==> src/rv_pkg.sv <==
package rv_pkg;

  localparam int xlen       = 32;
  localparam int reg_addr_w = 5;

  // rv32i major opcodes
  typedef enum logic [6:0] {
    op     = 7'b0110011,
    op_imm = 7'b0010011,
    load   = 7'b0000011,
    store  = 7'b0100011,
    branch = 7'b1100011,
    lui    = 7'b0110111,
    auipc  = 7'b0010111,
    jal    = 7'b1101111,
    jalr   = 7'b1100111
  } opcode_e;

  typedef enum logic [2:0] {
    r_type = 3'd0,
    i_type = 3'd1,
    s_type = 3'd2,
    b_type = 3'd3,
    u_type = 3'd4,
    j_type = 3'd5
  } encoding_e;

  // values follow funct3 of the branch instructions
  typedef enum logic [2:0] {
    branch_beq  = 3'b000,
    branch_bne  = 3'b001,
    branch_blt  = 3'b100,
    branch_bge  = 3'b101,
    branch_bltu = 3'b110,
    branch_bgeu = 3'b111
  } branch_type_e;

  // alu codes line up with {funct7[5], funct3} where possible
  typedef enum logic [3:0] {
    alu_add    = 4'b0000,
    alu_sll    = 4'b0001,
    alu_slt    = 4'b0010,
    alu_sltu   = 4'b0011,
    alu_xor    = 4'b0100,
    alu_srl    = 4'b0101,
    alu_or     = 4'b0110,
    alu_and    = 4'b0111,
    alu_sub    = 4'b1000,
    alu_pass_b = 4'b1001,
    alu_sra    = 4'b1101
  } alu_op_e;

  typedef struct packed {
    logic [6:0] funct7;
    logic [4:0] rs2;
    logic [4:0] rs1;
    logic [2:0] funct3;
    logic [4:0] rd;
    logic [6:0] opcode;
  } r_view_t;

  typedef struct packed {
    logic [11:0] imm_11_0;
    logic [4:0]  rs1;
    logic [2:0]  funct3;
    logic [4:0]  rd;
    logic [6:0]  opcode;
  } i_view_t;

  typedef struct packed {
    logic [6:0] imm_11_5;
    logic [4:0] rs2;
    logic [4:0] rs1;
    logic [2:0] funct3;
    logic [4:0] imm_4_0;
    logic [6:0] opcode;
  } s_view_t;

  typedef struct packed {
    logic       imm_12;
    logic [5:0] imm_10_5;
    logic [4:0] rs2;
    logic [4:0] rs1;
    logic [2:0] funct3;
    logic [3:0] imm_4_1;
    logic       imm_11;
    logic [6:0] opcode;
  } b_view_t;

  typedef struct packed {
    logic [19:0] imm_31_12;
    logic [4:0]  rd;
    logic [6:0]  opcode;
  } u_view_t;

  typedef struct packed {
    logic       imm_20;
    logic [9:0] imm_10_1;
    logic       imm_11;
    logic [7:0] imm_19_12;
    logic [4:0] rd;
    logic [6:0] opcode;
  } j_view_t;

  // one instruction word, seen through each format
  typedef union packed {
    r_view_t r;
    i_view_t i;
    s_view_t s;
    b_view_t b;
    u_view_t u;
    j_view_t j;
  } instr_u;

  // all zero means bubble
  typedef struct packed {
    encoding_e    encoding;
    branch_type_e branch_type;
    logic         reg_write;
    logic         mem_read;
    logic         mem_write;
    logic         mem_to_reg;
    logic         alu_src;
    alu_op_e      alu_op;
  } control_t;

  typedef struct packed {
    logic                  reg_write;
    logic [reg_addr_w-1:0] write_id;
    logic [xlen-1:0]       write_data;
  } wb_t;

  typedef struct packed {
    logic                  mem_read;
    logic [reg_addr_w-1:0] rd;
  } id_ex_t;

endpackage

==> src/decode_control.sv <==
`timescale 1ns/1ps

module decode_control
  import rv_pkg::*;
(
  input  instr_u   instruction,
  output control_t control
);

  // alu operation from funct3, alt is funct7[5]
  function automatic alu_op_e alu_from_funct(
    input logic [2:0] funct3,
    input logic       alt,
    input logic       is_reg
  );
    alu_op_e result;
    case (funct3)
      3'b000: begin
        // sub only exists in the register form
        result = (is_reg && alt) ? alu_sub : alu_add;
      end
      3'b001: result = alu_sll;
      3'b010: result = alu_slt;
      3'b011: result = alu_sltu;
      3'b100: result = alu_xor;
      3'b101: result = alt ? alu_sra : alu_srl;
      3'b110: result = alu_or;
      default: result = alu_and;
    endcase
    return result;
  endfunction

  always_comb begin
    control = '0;
    case (instruction.r.opcode)
      op: begin
        control.encoding  = r_type;
        control.reg_write = 1'b1;
        control.alu_op    = alu_from_funct(instruction.r.funct3, instruction.r.funct7[5], 1'b1);
      end
      op_imm: begin
        control.encoding  = i_type;
        control.reg_write = 1'b1;
        control.alu_src   = 1'b1;
        control.alu_op    = alu_from_funct(instruction.r.funct3, instruction.r.funct7[5], 1'b0);
      end
      load: begin
        control.encoding   = i_type;
        control.reg_write  = 1'b1;
        control.mem_read   = 1'b1;
        control.mem_to_reg = 1'b1;
        control.alu_src    = 1'b1;
        control.alu_op     = alu_add;
      end
      store: begin
        control.encoding  = s_type;
        control.mem_write = 1'b1;
        control.alu_src   = 1'b1;
        control.alu_op    = alu_add;
      end
      branch: begin
        control.encoding    = b_type;
        control.branch_type = branch_type_e'(instruction.r.funct3);
        control.alu_op      = alu_sub;
      end
      lui: begin
        control.encoding  = u_type;
        control.reg_write = 1'b1;
        control.alu_src   = 1'b1;
        control.alu_op    = alu_pass_b;
      end
      auipc: begin
        // execute adds pc and imm
        control.encoding  = u_type;
        control.reg_write = 1'b1;
        control.alu_src   = 1'b1;
        control.alu_op    = alu_add;
      end
      jal: begin
        control.encoding  = j_type;
        control.reg_write = 1'b1;
        control.alu_op    = alu_add;
      end
      jalr: begin
        control.encoding  = i_type;
        control.reg_write = 1'b1;
        control.alu_src   = 1'b1;
        control.alu_op    = alu_add;
      end
      default: begin
        control = '0;
      end
    endcase
  end

endmodule

==> src/imm_gen.sv <==
`timescale 1ns/1ps

module imm_gen
  import rv_pkg::*;
(
  input  instr_u          instruction,
  input  encoding_e       encoding,
  output logic [xlen-1:0] imm
);

  always_comb begin
    case (encoding)
      i_type: begin
        imm = {{(xlen-12){instruction.i.imm_11_0[11]}}, instruction.i.imm_11_0};
      end
      s_type: begin
        imm = {{(xlen-12){instruction.s.imm_11_5[6]}},
               instruction.s.imm_11_5,
               instruction.s.imm_4_0};
      end
      b_type: begin
        // byte offset, bit 0 always zero
        imm = {{(xlen-13){instruction.b.imm_12}},
               instruction.b.imm_12,
               instruction.b.imm_11,
               instruction.b.imm_10_5,
               instruction.b.imm_4_1,
               1'b0};
      end
      u_type: begin
        imm = {instruction.u.imm_31_12, 12'b0};
      end
      j_type: begin
        imm = {{(xlen-21){instruction.j.imm_20}},
               instruction.j.imm_20,
               instruction.j.imm_19_12,
               instruction.j.imm_11,
               instruction.j.imm_10_1,
               1'b0};
      end
      default: begin
        // r-type has no immediate
        imm = '0;
      end
    endcase
  end

endmodule

==> src/register_file.sv <==
`timescale 1ns/1ps

module register_file
  import rv_pkg::*;
#(
  parameter int reg_count = 32
) (
  input  logic                  clk,
  input  logic                  reset,
  input  wb_t                   wb,
  input  logic [reg_addr_w-1:0] read1_id,
  input  logic [reg_addr_w-1:0] read2_id,
  output logic [xlen-1:0]       read1_data,
  output logic [xlen-1:0]       read2_data
);

  // 4 index bits for rv32e, upper bit dropped
  localparam int idx_w = $clog2(reg_count);

  logic [xlen-1:0]  regs [reg_count];
  logic [idx_w-1:0] write_idx;
  logic [idx_w-1:0] read1_idx;
  logic [idx_w-1:0] read2_idx;

  assign write_idx = wb.write_id[idx_w-1:0];
  assign read1_idx = read1_id[idx_w-1:0];
  assign read2_idx = read2_id[idx_w-1:0];

  always_ff @(posedge clk) begin
    if (reset) begin
      regs <= '{default: '0};
    end else if (wb.reg_write && (write_idx != '0)) begin
      regs[write_idx] <= wb.write_data;
    end
  end

  // x0 first, then write-through, then the array
  function automatic logic [xlen-1:0] read_port(input logic [idx_w-1:0] idx);
    logic [xlen-1:0] value;
    if (idx == '0) begin
      value = '0;
    end else if (wb.reg_write && (idx == write_idx)) begin
      value = wb.write_data;
    end else begin
      value = regs[idx];
    end
    return value;
  endfunction

  always_comb begin
    read1_data = read_port(read1_idx);
    read2_data = read_port(read2_idx);
  end

endmodule

==> src/hazard_unit.sv <==
`timescale 1ns/1ps

module hazard_unit
  import rv_pkg::*;
(
  input  instr_u instruction,
  input  id_ex_t id_ex,
  output logic   pc_write,
  output logic   fetch_write,
  output logic   make_bubble
);

  logic rd_nonzero;
  logic src_match;
  logic load_use;

  assign rd_nonzero = (id_ex.rd != '0);

  // rs2 is compared for every format
  assign src_match = (id_ex.rd == instruction.r.rs1) || (id_ex.rd == instruction.r.rs2);

  // load in execute feeding this instruction
  assign load_use = id_ex.mem_read && rd_nonzero && src_match;

  // hold pc and fetch register, bubble into execute
  assign pc_write    = !load_use;
  assign fetch_write = !load_use;
  assign make_bubble = load_use;

endmodule

==> src/branch_resolve.sv <==
`timescale 1ns/1ps

module branch_resolve
  import rv_pkg::*;
(
  input  control_t        control,
  input  logic [xlen-1:0] data1,
  input  logic [xlen-1:0] data2,
  input  logic [xlen-1:0] pc,
  input  logic [xlen-1:0] imm,
  output logic            pc_src,
  output logic [xlen-1:0] pc_branch
);

  logic equal;
  logic less_signed;
  logic less_unsigned;

  assign equal         = (data1 == data2);
  assign less_signed   = ($signed(data1) < $signed(data2));
  assign less_unsigned = (data1 < data2);

  always_comb begin
    pc_src = 1'b0;
    if (control.encoding == b_type) begin
      case (control.branch_type)
        branch_beq:  pc_src = equal;
        branch_bne:  pc_src = !equal;
        branch_blt:  pc_src = less_signed;
        branch_bge:  pc_src = !less_signed;
        branch_bltu: pc_src = less_unsigned;
        branch_bgeu: pc_src = !less_unsigned;
        // funct3 010 and 011 are not branches
        default:     pc_src = 1'b0;
      endcase
    end
  end

  // imm already holds the byte offset
  assign pc_branch = pc + imm;

endmodule

==> src/decode_stage.sv <==
`timescale 1ns/1ps

module decode_stage
  import rv_pkg::*;
#(
  parameter int reg_count = 32
) (
  input  logic                  clk,
  input  logic                  reset,
  input  instr_u                instruction,
  input  logic [xlen-1:0]       pc,
  input  wb_t                   wb,
  input  id_ex_t                id_ex,
  output logic [xlen-1:0]       data1,
  output logic [xlen-1:0]       data2,
  output logic [xlen-1:0]       imm,
  output logic [reg_addr_w-1:0] rd,
  output logic [reg_addr_w-1:0] rs1,
  output logic [reg_addr_w-1:0] rs2,
  output control_t              control,
  output logic [xlen-1:0]       pc_out,
  output logic [xlen-1:0]       pc_branch,
  output logic                  pc_src,
  output logic                  pc_write,
  output logic                  fetch_write
);

  control_t raw_control;
  logic     make_bubble;

  decode_control u_decode_control (
    .instruction (instruction),
    .control     (raw_control)
  );

  imm_gen u_imm_gen (
    .instruction (instruction),
    .encoding    (raw_control.encoding),
    .imm         (imm)
  );

  register_file #(
    .reg_count (reg_count)
  ) u_register_file (
    .clk        (clk),
    .reset      (reset),
    .wb         (wb),
    .read1_id   (instruction.r.rs1),
    .read2_id   (instruction.r.rs2),
    .read1_data (data1),
    .read2_data (data2)
  );

  hazard_unit u_hazard_unit (
    .instruction (instruction),
    .id_ex       (id_ex),
    .pc_write    (pc_write),
    .fetch_write (fetch_write),
    .make_bubble (make_bubble)
  );

  // a bubble carries no control and so cannot branch
  assign control = make_bubble ? '0 : raw_control;

  branch_resolve u_branch_resolve (
    .control   (control),
    .data1     (data1),
    .data2     (data2),
    .pc        (pc),
    .imm       (imm),
    .pc_src    (pc_src),
    .pc_branch (pc_branch)
  );

  // register fields sit at fixed positions in every format
  assign rs1    = instruction.r.rs1;
  assign rs2    = instruction.r.rs2;
  assign rd     = instruction.r.rd;
  assign pc_out = pc;

endmodule

==> config.mk <==
export PLATFORM = sky130hd
export DESIGN_NAME = decode_stage
export DESIGN_NICKNAME = d
export VERILOG_FILES = /design/src/rv_pkg.sv /design/src/decode_control.sv /design/src/imm_gen.sv /design/src/register_file.sv /design/src/hazard_unit.sv /design/src/branch_resolve.sv /design/src/decode_stage.sv
export SDC_FILE = /design/constraint.sdc
export NUM_CORES = 2
export LEC_CHECK = 0
export ABC_AREA = 1
export BUFFER_PORTS_ARGS = -buffer_cell sky130_fd_sc_hd__buf_4
export CELL_PAD_IN_SITES_DETAIL_PLACEMENT = 1
export CELL_PAD_IN_SITES_GLOBAL_PLACEMENT = 2
export CORE_UTILIZATION = 37
export DETAILED_ROUTE_END_ITERATION = 8
export PLACE_DENSITY_LB_ADDON = 0.1
export RECOVER_POWER = 50
export SKIP_LAST_GASP = 1
export SLEW_MARGIN = 0
export SYNTH_ARGS = -nofsm -noshare
export SYNTH_HDL_FRONTEND = slang
export SYNTH_SLANG_ARGS = --single-unit
==> constraint.sdc <==
create_clock -name clk -period 11.96 [get_ports clk]
set_input_delay 1.794 -clock clk [delete_from_list [all_inputs] [get_ports clk]]
set_output_delay 1.794 -clock clk [all_outputs]
set_load 0.01 [all_outputs]
# After elaboration in Yosys (flattened, before gate mapping)
# Index checks and enable logic that the tools add are counted.
dict set report totals {
  wordCells 122
  reg_bits 1024
}
dict set report classes {
  bitwise_logic 3
  n_lt_le_gt_ge 6
  addsub 1
  reduce_logical 21
  mux 28
  n_eq_ne 31
}
# op count
set op_table {}
lappend op_table {{bitwise mux 1024 bit} 1}
lappend op_table {{binary-select mux 32 bit (select 5 bit)} 2}
lappend op_table {{two-way mux 32 bit} 9}
lappend op_table {{demux 32 bit (select 5 bit)} 1}
lappend op_table {{case mux 32 bit (5 select lines)} 1}
lappend op_table {{< comparator 32 bit} 2}
lappend op_table {{case mux 4 bit (7 select lines)} 2}
lappend op_table {{adder 32 bit} 1}
lappend op_table {{equality test 32 bit} 1}
lappend op_table {{equality test 3 bit, second input constant} 9}
lappend op_table {{equality test 7 x 6 -> 1 bit, second input constant} 3}
lappend op_table {{equality test 7 bit, second input constant} 3}
lappend op_table {{equality test 5 bit} 4}
lappend op_table {{greater-or-equal comparator 6 bit, second input constant} 3}
lappend op_table {{NOT 5 -> 6 bit} 3}
lappend op_table {{case mux 4 bit (4 select lines)} 1}
lappend op_table {{equality test 3 x 2 -> 1 bit, second input constant} 5}
lappend op_table {{two-way mux 15 bit} 1}
lappend op_table {{case mux 3 bit (5 select lines)} 1}
lappend op_table {{equality test 7 x 5 -> 1 bit, second input constant} 2}
lappend op_table {{zero test 5 bit} 2}
lappend op_table {{nonzero test 5 bit} 2}
lappend op_table {{equality test 3 x 1 -> 1 bit, second input constant} 3}
lappend op_table {{two-way mux 4 bit} 2}
lappend op_table {{other kinds (13)} 26}

# Depth between registers and ports, before layout
dict set report logic_depth {
  word_depth 10
  mapped_depth 30
  mapped_depth_nobuf 27
}

# By module
# Synthesis repeated with hierarchy kept, for this count alone.
dict set report unflattened {
  cells_unflattened 9909
  hier_area_um2 62512.5
}
# mod area_each_um2 cells_each instances seq_area_each_um2
set modules_own_cells {}
lappend modules_own_cells {register_file 58289.7 9154 1 20499.7}
lappend modules_own_cells {branch_resolve 2763.9 462 1 0.0}
lappend modules_own_cells {decode_stage 476.7 78 1 0.0}
lappend modules_own_cells {imm_gen 455.4 92 1 0.0}
lappend modules_own_cells {decode_control 295.3 73 1 0.0}
lappend modules_own_cells {hazard_unit 231.5 50 1 0.0}

# Worst setup path before layout
# No wires, ideal clock.
dict set report synth_path {
  kind {input-to-output}
  startpoint {input port instruction[20] (netlist bit)}
  endpoint {output port pc_branch[18]}
  slack_ps 5491
  required_time_ps 10166
  t_arrival_ps 4675
  path_stages 20
  cell_sequence {buf_4 -> buf_6 -> buf_6 -> buf_6 -> buf_2 -> buf_2 -> a22o_1 -> ha_1 -> inv_1 -> fa_1 -> o21ai_0 -> nand2_1 -> nand2_1 -> inv_1 -> o21ai_0 -> nand2_1 -> nand2_1 -> nand2_1 -> nand2_1 -> xor2_1}
}
dict set report synth_between {
  elab_chain_len 2
}
# item line
set synth_lines {}
lappend synth_lines {{start: declaration} decode_stage.sv:10} ;# input instr_u instruction,
lappend synth_lines {{case mux 32 bit (5 select lines)} imm_gen.sv:12} ;# case (encoding)
lappend synth_lines {{net imm[0]} decode_stage.sv:16} ;# output logic [xlen-1:0] imm,
lappend synth_lines {{adder 32 bit} branch_resolve.sv:40} ;# assign pc_branch = pc + imm;
lappend synth_lines {{end: declaration} decode_stage.sv:22} ;# output logic [xlen-1:0] pc_branch,
# The timed path passes the listed nets, and every way through them passes these cells.

# Worst setup path in the final report
dict set report layout_path {
  startpoint {input port reset}
  endpoint {register u_register_file.regs[281] (netlist bit)}
}
# item line
set layout_rtl {}
lappend layout_rtl {{start: declaration} decode_stage.sv:9} ;# input logic reset,
lappend layout_rtl {{end signal: indexed assignment} register_file.sv:33} ;# regs[write_idx] <= wb.write_data;
lappend layout_rtl {{end: declaration} register_file.sv:20} ;# logic [xlen-1:0] regs [reg_count];
# No word-level cell between the ends.

==> impl_metrics.tcl <==
set metrics [dict create \
    worstSetupEndpoint "u_register_file.regs[281]$_SDFFE_PP0P_" \
    syn_area_mm2 0.0586 \
    relSlewSlack_pct -390 \
    drv_slew 749 \
    post_cts_resized 0 \
    top_regs "u_register_file.regs x1024" \
    finalInstanceArea_mm2 0.0648 \
    drc_errors 0 \
    antenna_found_initial 28 \
    period_share_pct 87.7 \
    core-area_mm2 0.157 \
    grt_use_total_pct 38.7 \
    first_global_vias 63000 \
    startpoint_type "primary input" \
    mostFrequentLayoutCells "nand2_1, o21ai_0, a21oi_1" \
    viasPerCell 6.21 \
    path_clk_slew_ns 0.06 \
    cp.depth 4 \
    cp_num_buf_inv 3 \
    worstSetupStartpoint "reset" \
    slowest_delay_ns 5.04 \
    rr_startpoint "u_register_file.regs[764]$_SDFFE_PP0P_" \
    synth_edf_count 0 \
    cts_made_buffers 132 \
    ys_seq_elements 1024 \
    setup_viol 0 \
    insertion_delay_ns 0.79 \
    nNetsFinal 8729 \
    grt_pass1_wl_um 454000 \
    cts_buffer_depth 3 \
    syn-num-nets 9069 \
    routedWlPerCell_um 29.8 \
    yosys_warnings 0 \
    setup_tns_ns 0 \
    placed_area_mm2 0.0608 \
    gp_congestion 0.939 \
    rows 145 \
    cts_tree "done" \
    postCtsSetupBuffers 0 \
    num_io_pins 303 \
    cp_max_fo 134 \
    via_count 66500 \
    cts_root_buffer "clkbuf_16" \
    hold_path.class "reg2reg" \
    synthCells 8895 \
    async_flop_share_pct 0 \
    start_util_pct 37.4 \
    crit_type "in2reg" \
    drt-total-wl_um 319000 \
    layout_commonest_cell "nand2_1" \
    top_register "u_register_file.regs" \
    drtAntennaViolNets 0 \
    violations "capacitance limit, slew limit" \
    die_y_um 400 \
    rr_worst_depth 2 \
    fin_crit_ns 10.49 \
    largest_reg_flops 1024 \
    grt-ovfl-total 0 \
    hold_violations 0 \
    tightest_slew_ns 7.35 \
    die_w_um 400 \
    r2r-end "u_register_file.regs[764]$_SDFFE_PP0P_" \
    first_pass_iters 6 \
    crit_family "buffers and inverters" \
    hold_buffers 0 \
    cts.sinks 1024 \
    grt_max_degree 164 \
    r2r_slack_ns 11.01 \
    post-dp-hpwl_um 187000 \
    status "finished with violations" \
    yosysSeqAreaShare_pct 35.0 \
    avgSynthCellArea_um2 6.59 \
    vdd_drop_max_v 0.000152 \
    cp_cell_sequence "clkbuf_1 -> buf_4 -> clkbuf_1 -> a211oi_1" \
    worst_path_most_repeated_cell "clkbuf_1" \
    fmax_mhz 95.4 \
    critPathArrivalTime_ns 10.98 \
    port_buffers 302 \
    p_leak_nw 23.0 \
    drive_gt1_share_pct 8.54 \
    cp_slowest_cell "clkbuf_1" \
    powerDensity_mw_per_mm2 136 \
    ys.flop_type "dfxtp_1" \
    cts-htree-levels 4 \
    required_ns 12.46 \
    rsz0062_at_grt "false" \
    synth_cell_type_count 52 \
    fin_skew_ns 0 \
    die-area_mm2 0.160 \
    maxCapViolCount 7 \
    drt_iter0_markers 7423 \
    area_growth_pct 10.6 \
    cp-end-kind "flip-flop" \
]
[layout make-up]
| type | count | area, um2 |
|---|---|---|
| inverter | 609 | 2330 |
| antenna | 9 | 22.5 |
| multi-input combinational | 6344 | 31800 |
| clock inverter | 34 | 325 |
| timing repair buffer | 444 | 3470 |
| fill | 20100 | 92000 |
| clock buffer | 188 | 3790 |
| sequential | 1024 | 20500 |
| tap | 2058 | 2570 |
[how the worst min path moves through the flow]
stage                                            start  depth (start not counted)  slack (ns)                                       to
2_1_floorplan  u_register_file.regs[1000]$_SDFFE_PP0P_                          2        0.41  u_register_file.regs[1000]$_SDFFE_PP0P_
3_3_place_gp   u_register_file.regs[1019]$_SDFFE_PP0P_                          2        0.42  u_register_file.regs[1019]$_SDFFE_PP0P_
3_5_place_dp    u_register_file.regs[999]$_SDFFE_PP0P_                          2        0.43   u_register_file.regs[999]$_SDFFE_PP0P_
4_1_cts         u_register_file.regs[999]$_SDFFE_PP0P_                          2        0.44   u_register_file.regs[999]$_SDFFE_PP0P_
5_1_grt         u_register_file.regs[999]$_SDFFE_PP0P_                          2        0.45   u_register_file.regs[999]$_SDFFE_PP0P_
6_report       u_register_file.regs[1014]$_SDFFE_PP0P_                          2        0.43  u_register_file.regs[1014]$_SDFFE_PP0P_
[cell usage after synthesis, types with 4 or more instances]
library cell	number	area, um2
o21ai_0	1228	6150
nand3_1	349	1750
a221oi_1	6	52.6
buf_4	63	473
buf_2	227	1140
a21oi_1	1154	5780
nor2_4	6	67.6
a21o_1	9	67.6
ha_1	63	788
nand2_1	1546	5800
o21ai_1	6	30.0
inv_1	582	2180
nor3_1	44	220
clkbuf_1	545	2050
o2111ai_1	13	114
or2_2	4	25.0
nor2_1	990	3720
clkbuf_2	5	25.0
a31oi_1	8	50.1
inv_2	22	82.6
buf_6	10	113
buf_1	68	255
o221ai_1	79	692
a211oi_1	420	3150
nand4_1	7	43.8
o22ai_1	88	551
xor2_1	20	175
nor2_2	19	119
o211ai_1	206	1550
xnor2_1	12	105
a211oi_2	37	463
dfxtp_1	1024	20500
[kinds of logic after synthesis]
group | Yosys count | share of synthesized area (%)
buffers and inverters | 1527 | 10.8
xor gates and xnor gates | 32 | 0.478
muxes | 2 | 0.0342
adders and majority gates | 64 | 1.38
and+or+nand+nor | 2977 | 20.3
AOI/OAI and AO/OA | 3269 | 32.0
DFF | 1024 | 35.0
[layer usage]
metal | vias up | share of wire [%] | track usage [%]
li1 | 29500 | - | -
met1 | 33000 | 43 | 52.8
met2 | 3208 | 43 | 58.7
met3 | 757 | 9.5 | 7.41
met4 | 20 | 4.9 | 17.2
met5 | - | 0.036 | 0
[power by group]
group / internal, W / leakage, nW / switching [W]
clock: 0.00226 / 2.03 / 0.00168
combinational: 0.000364 / 12.7 / 0.00102
sequential: 0.00345 / 8.26 / 0.0000180
total: 0.00607 / 23.0 / 0.00272
[tightest hold or removal path, stage by stage (launching register included)]
cell,delay (ns)
dfxtp_1,0.31
inv_1,0.05
nor2_1,0.03
[per-stage QoR]
stage / cells / utilization (%) / power (W) / worst slack, ns / hold slack, ns
after floorplan: 8895 / - / 0.00430 / 5.49 / 0.410
after global placement: 10500 / 38.8 / 0.00487 / 2.97 / 0.418
after detailed placement: 10500 / 38.8 / 0.00488 / 3.04 / 0.426
after CTS: 10700 / 41.4 / 0.00879 / 3.03 / 0.435
after global routing: 10700 / 41.3 / 0.00904 / 1.32 / 0.450
final: 10700 / 41.3 / 0.00879 / 1.47 / 0.432
Note: power is estimated with default switching activity, not from simulation.
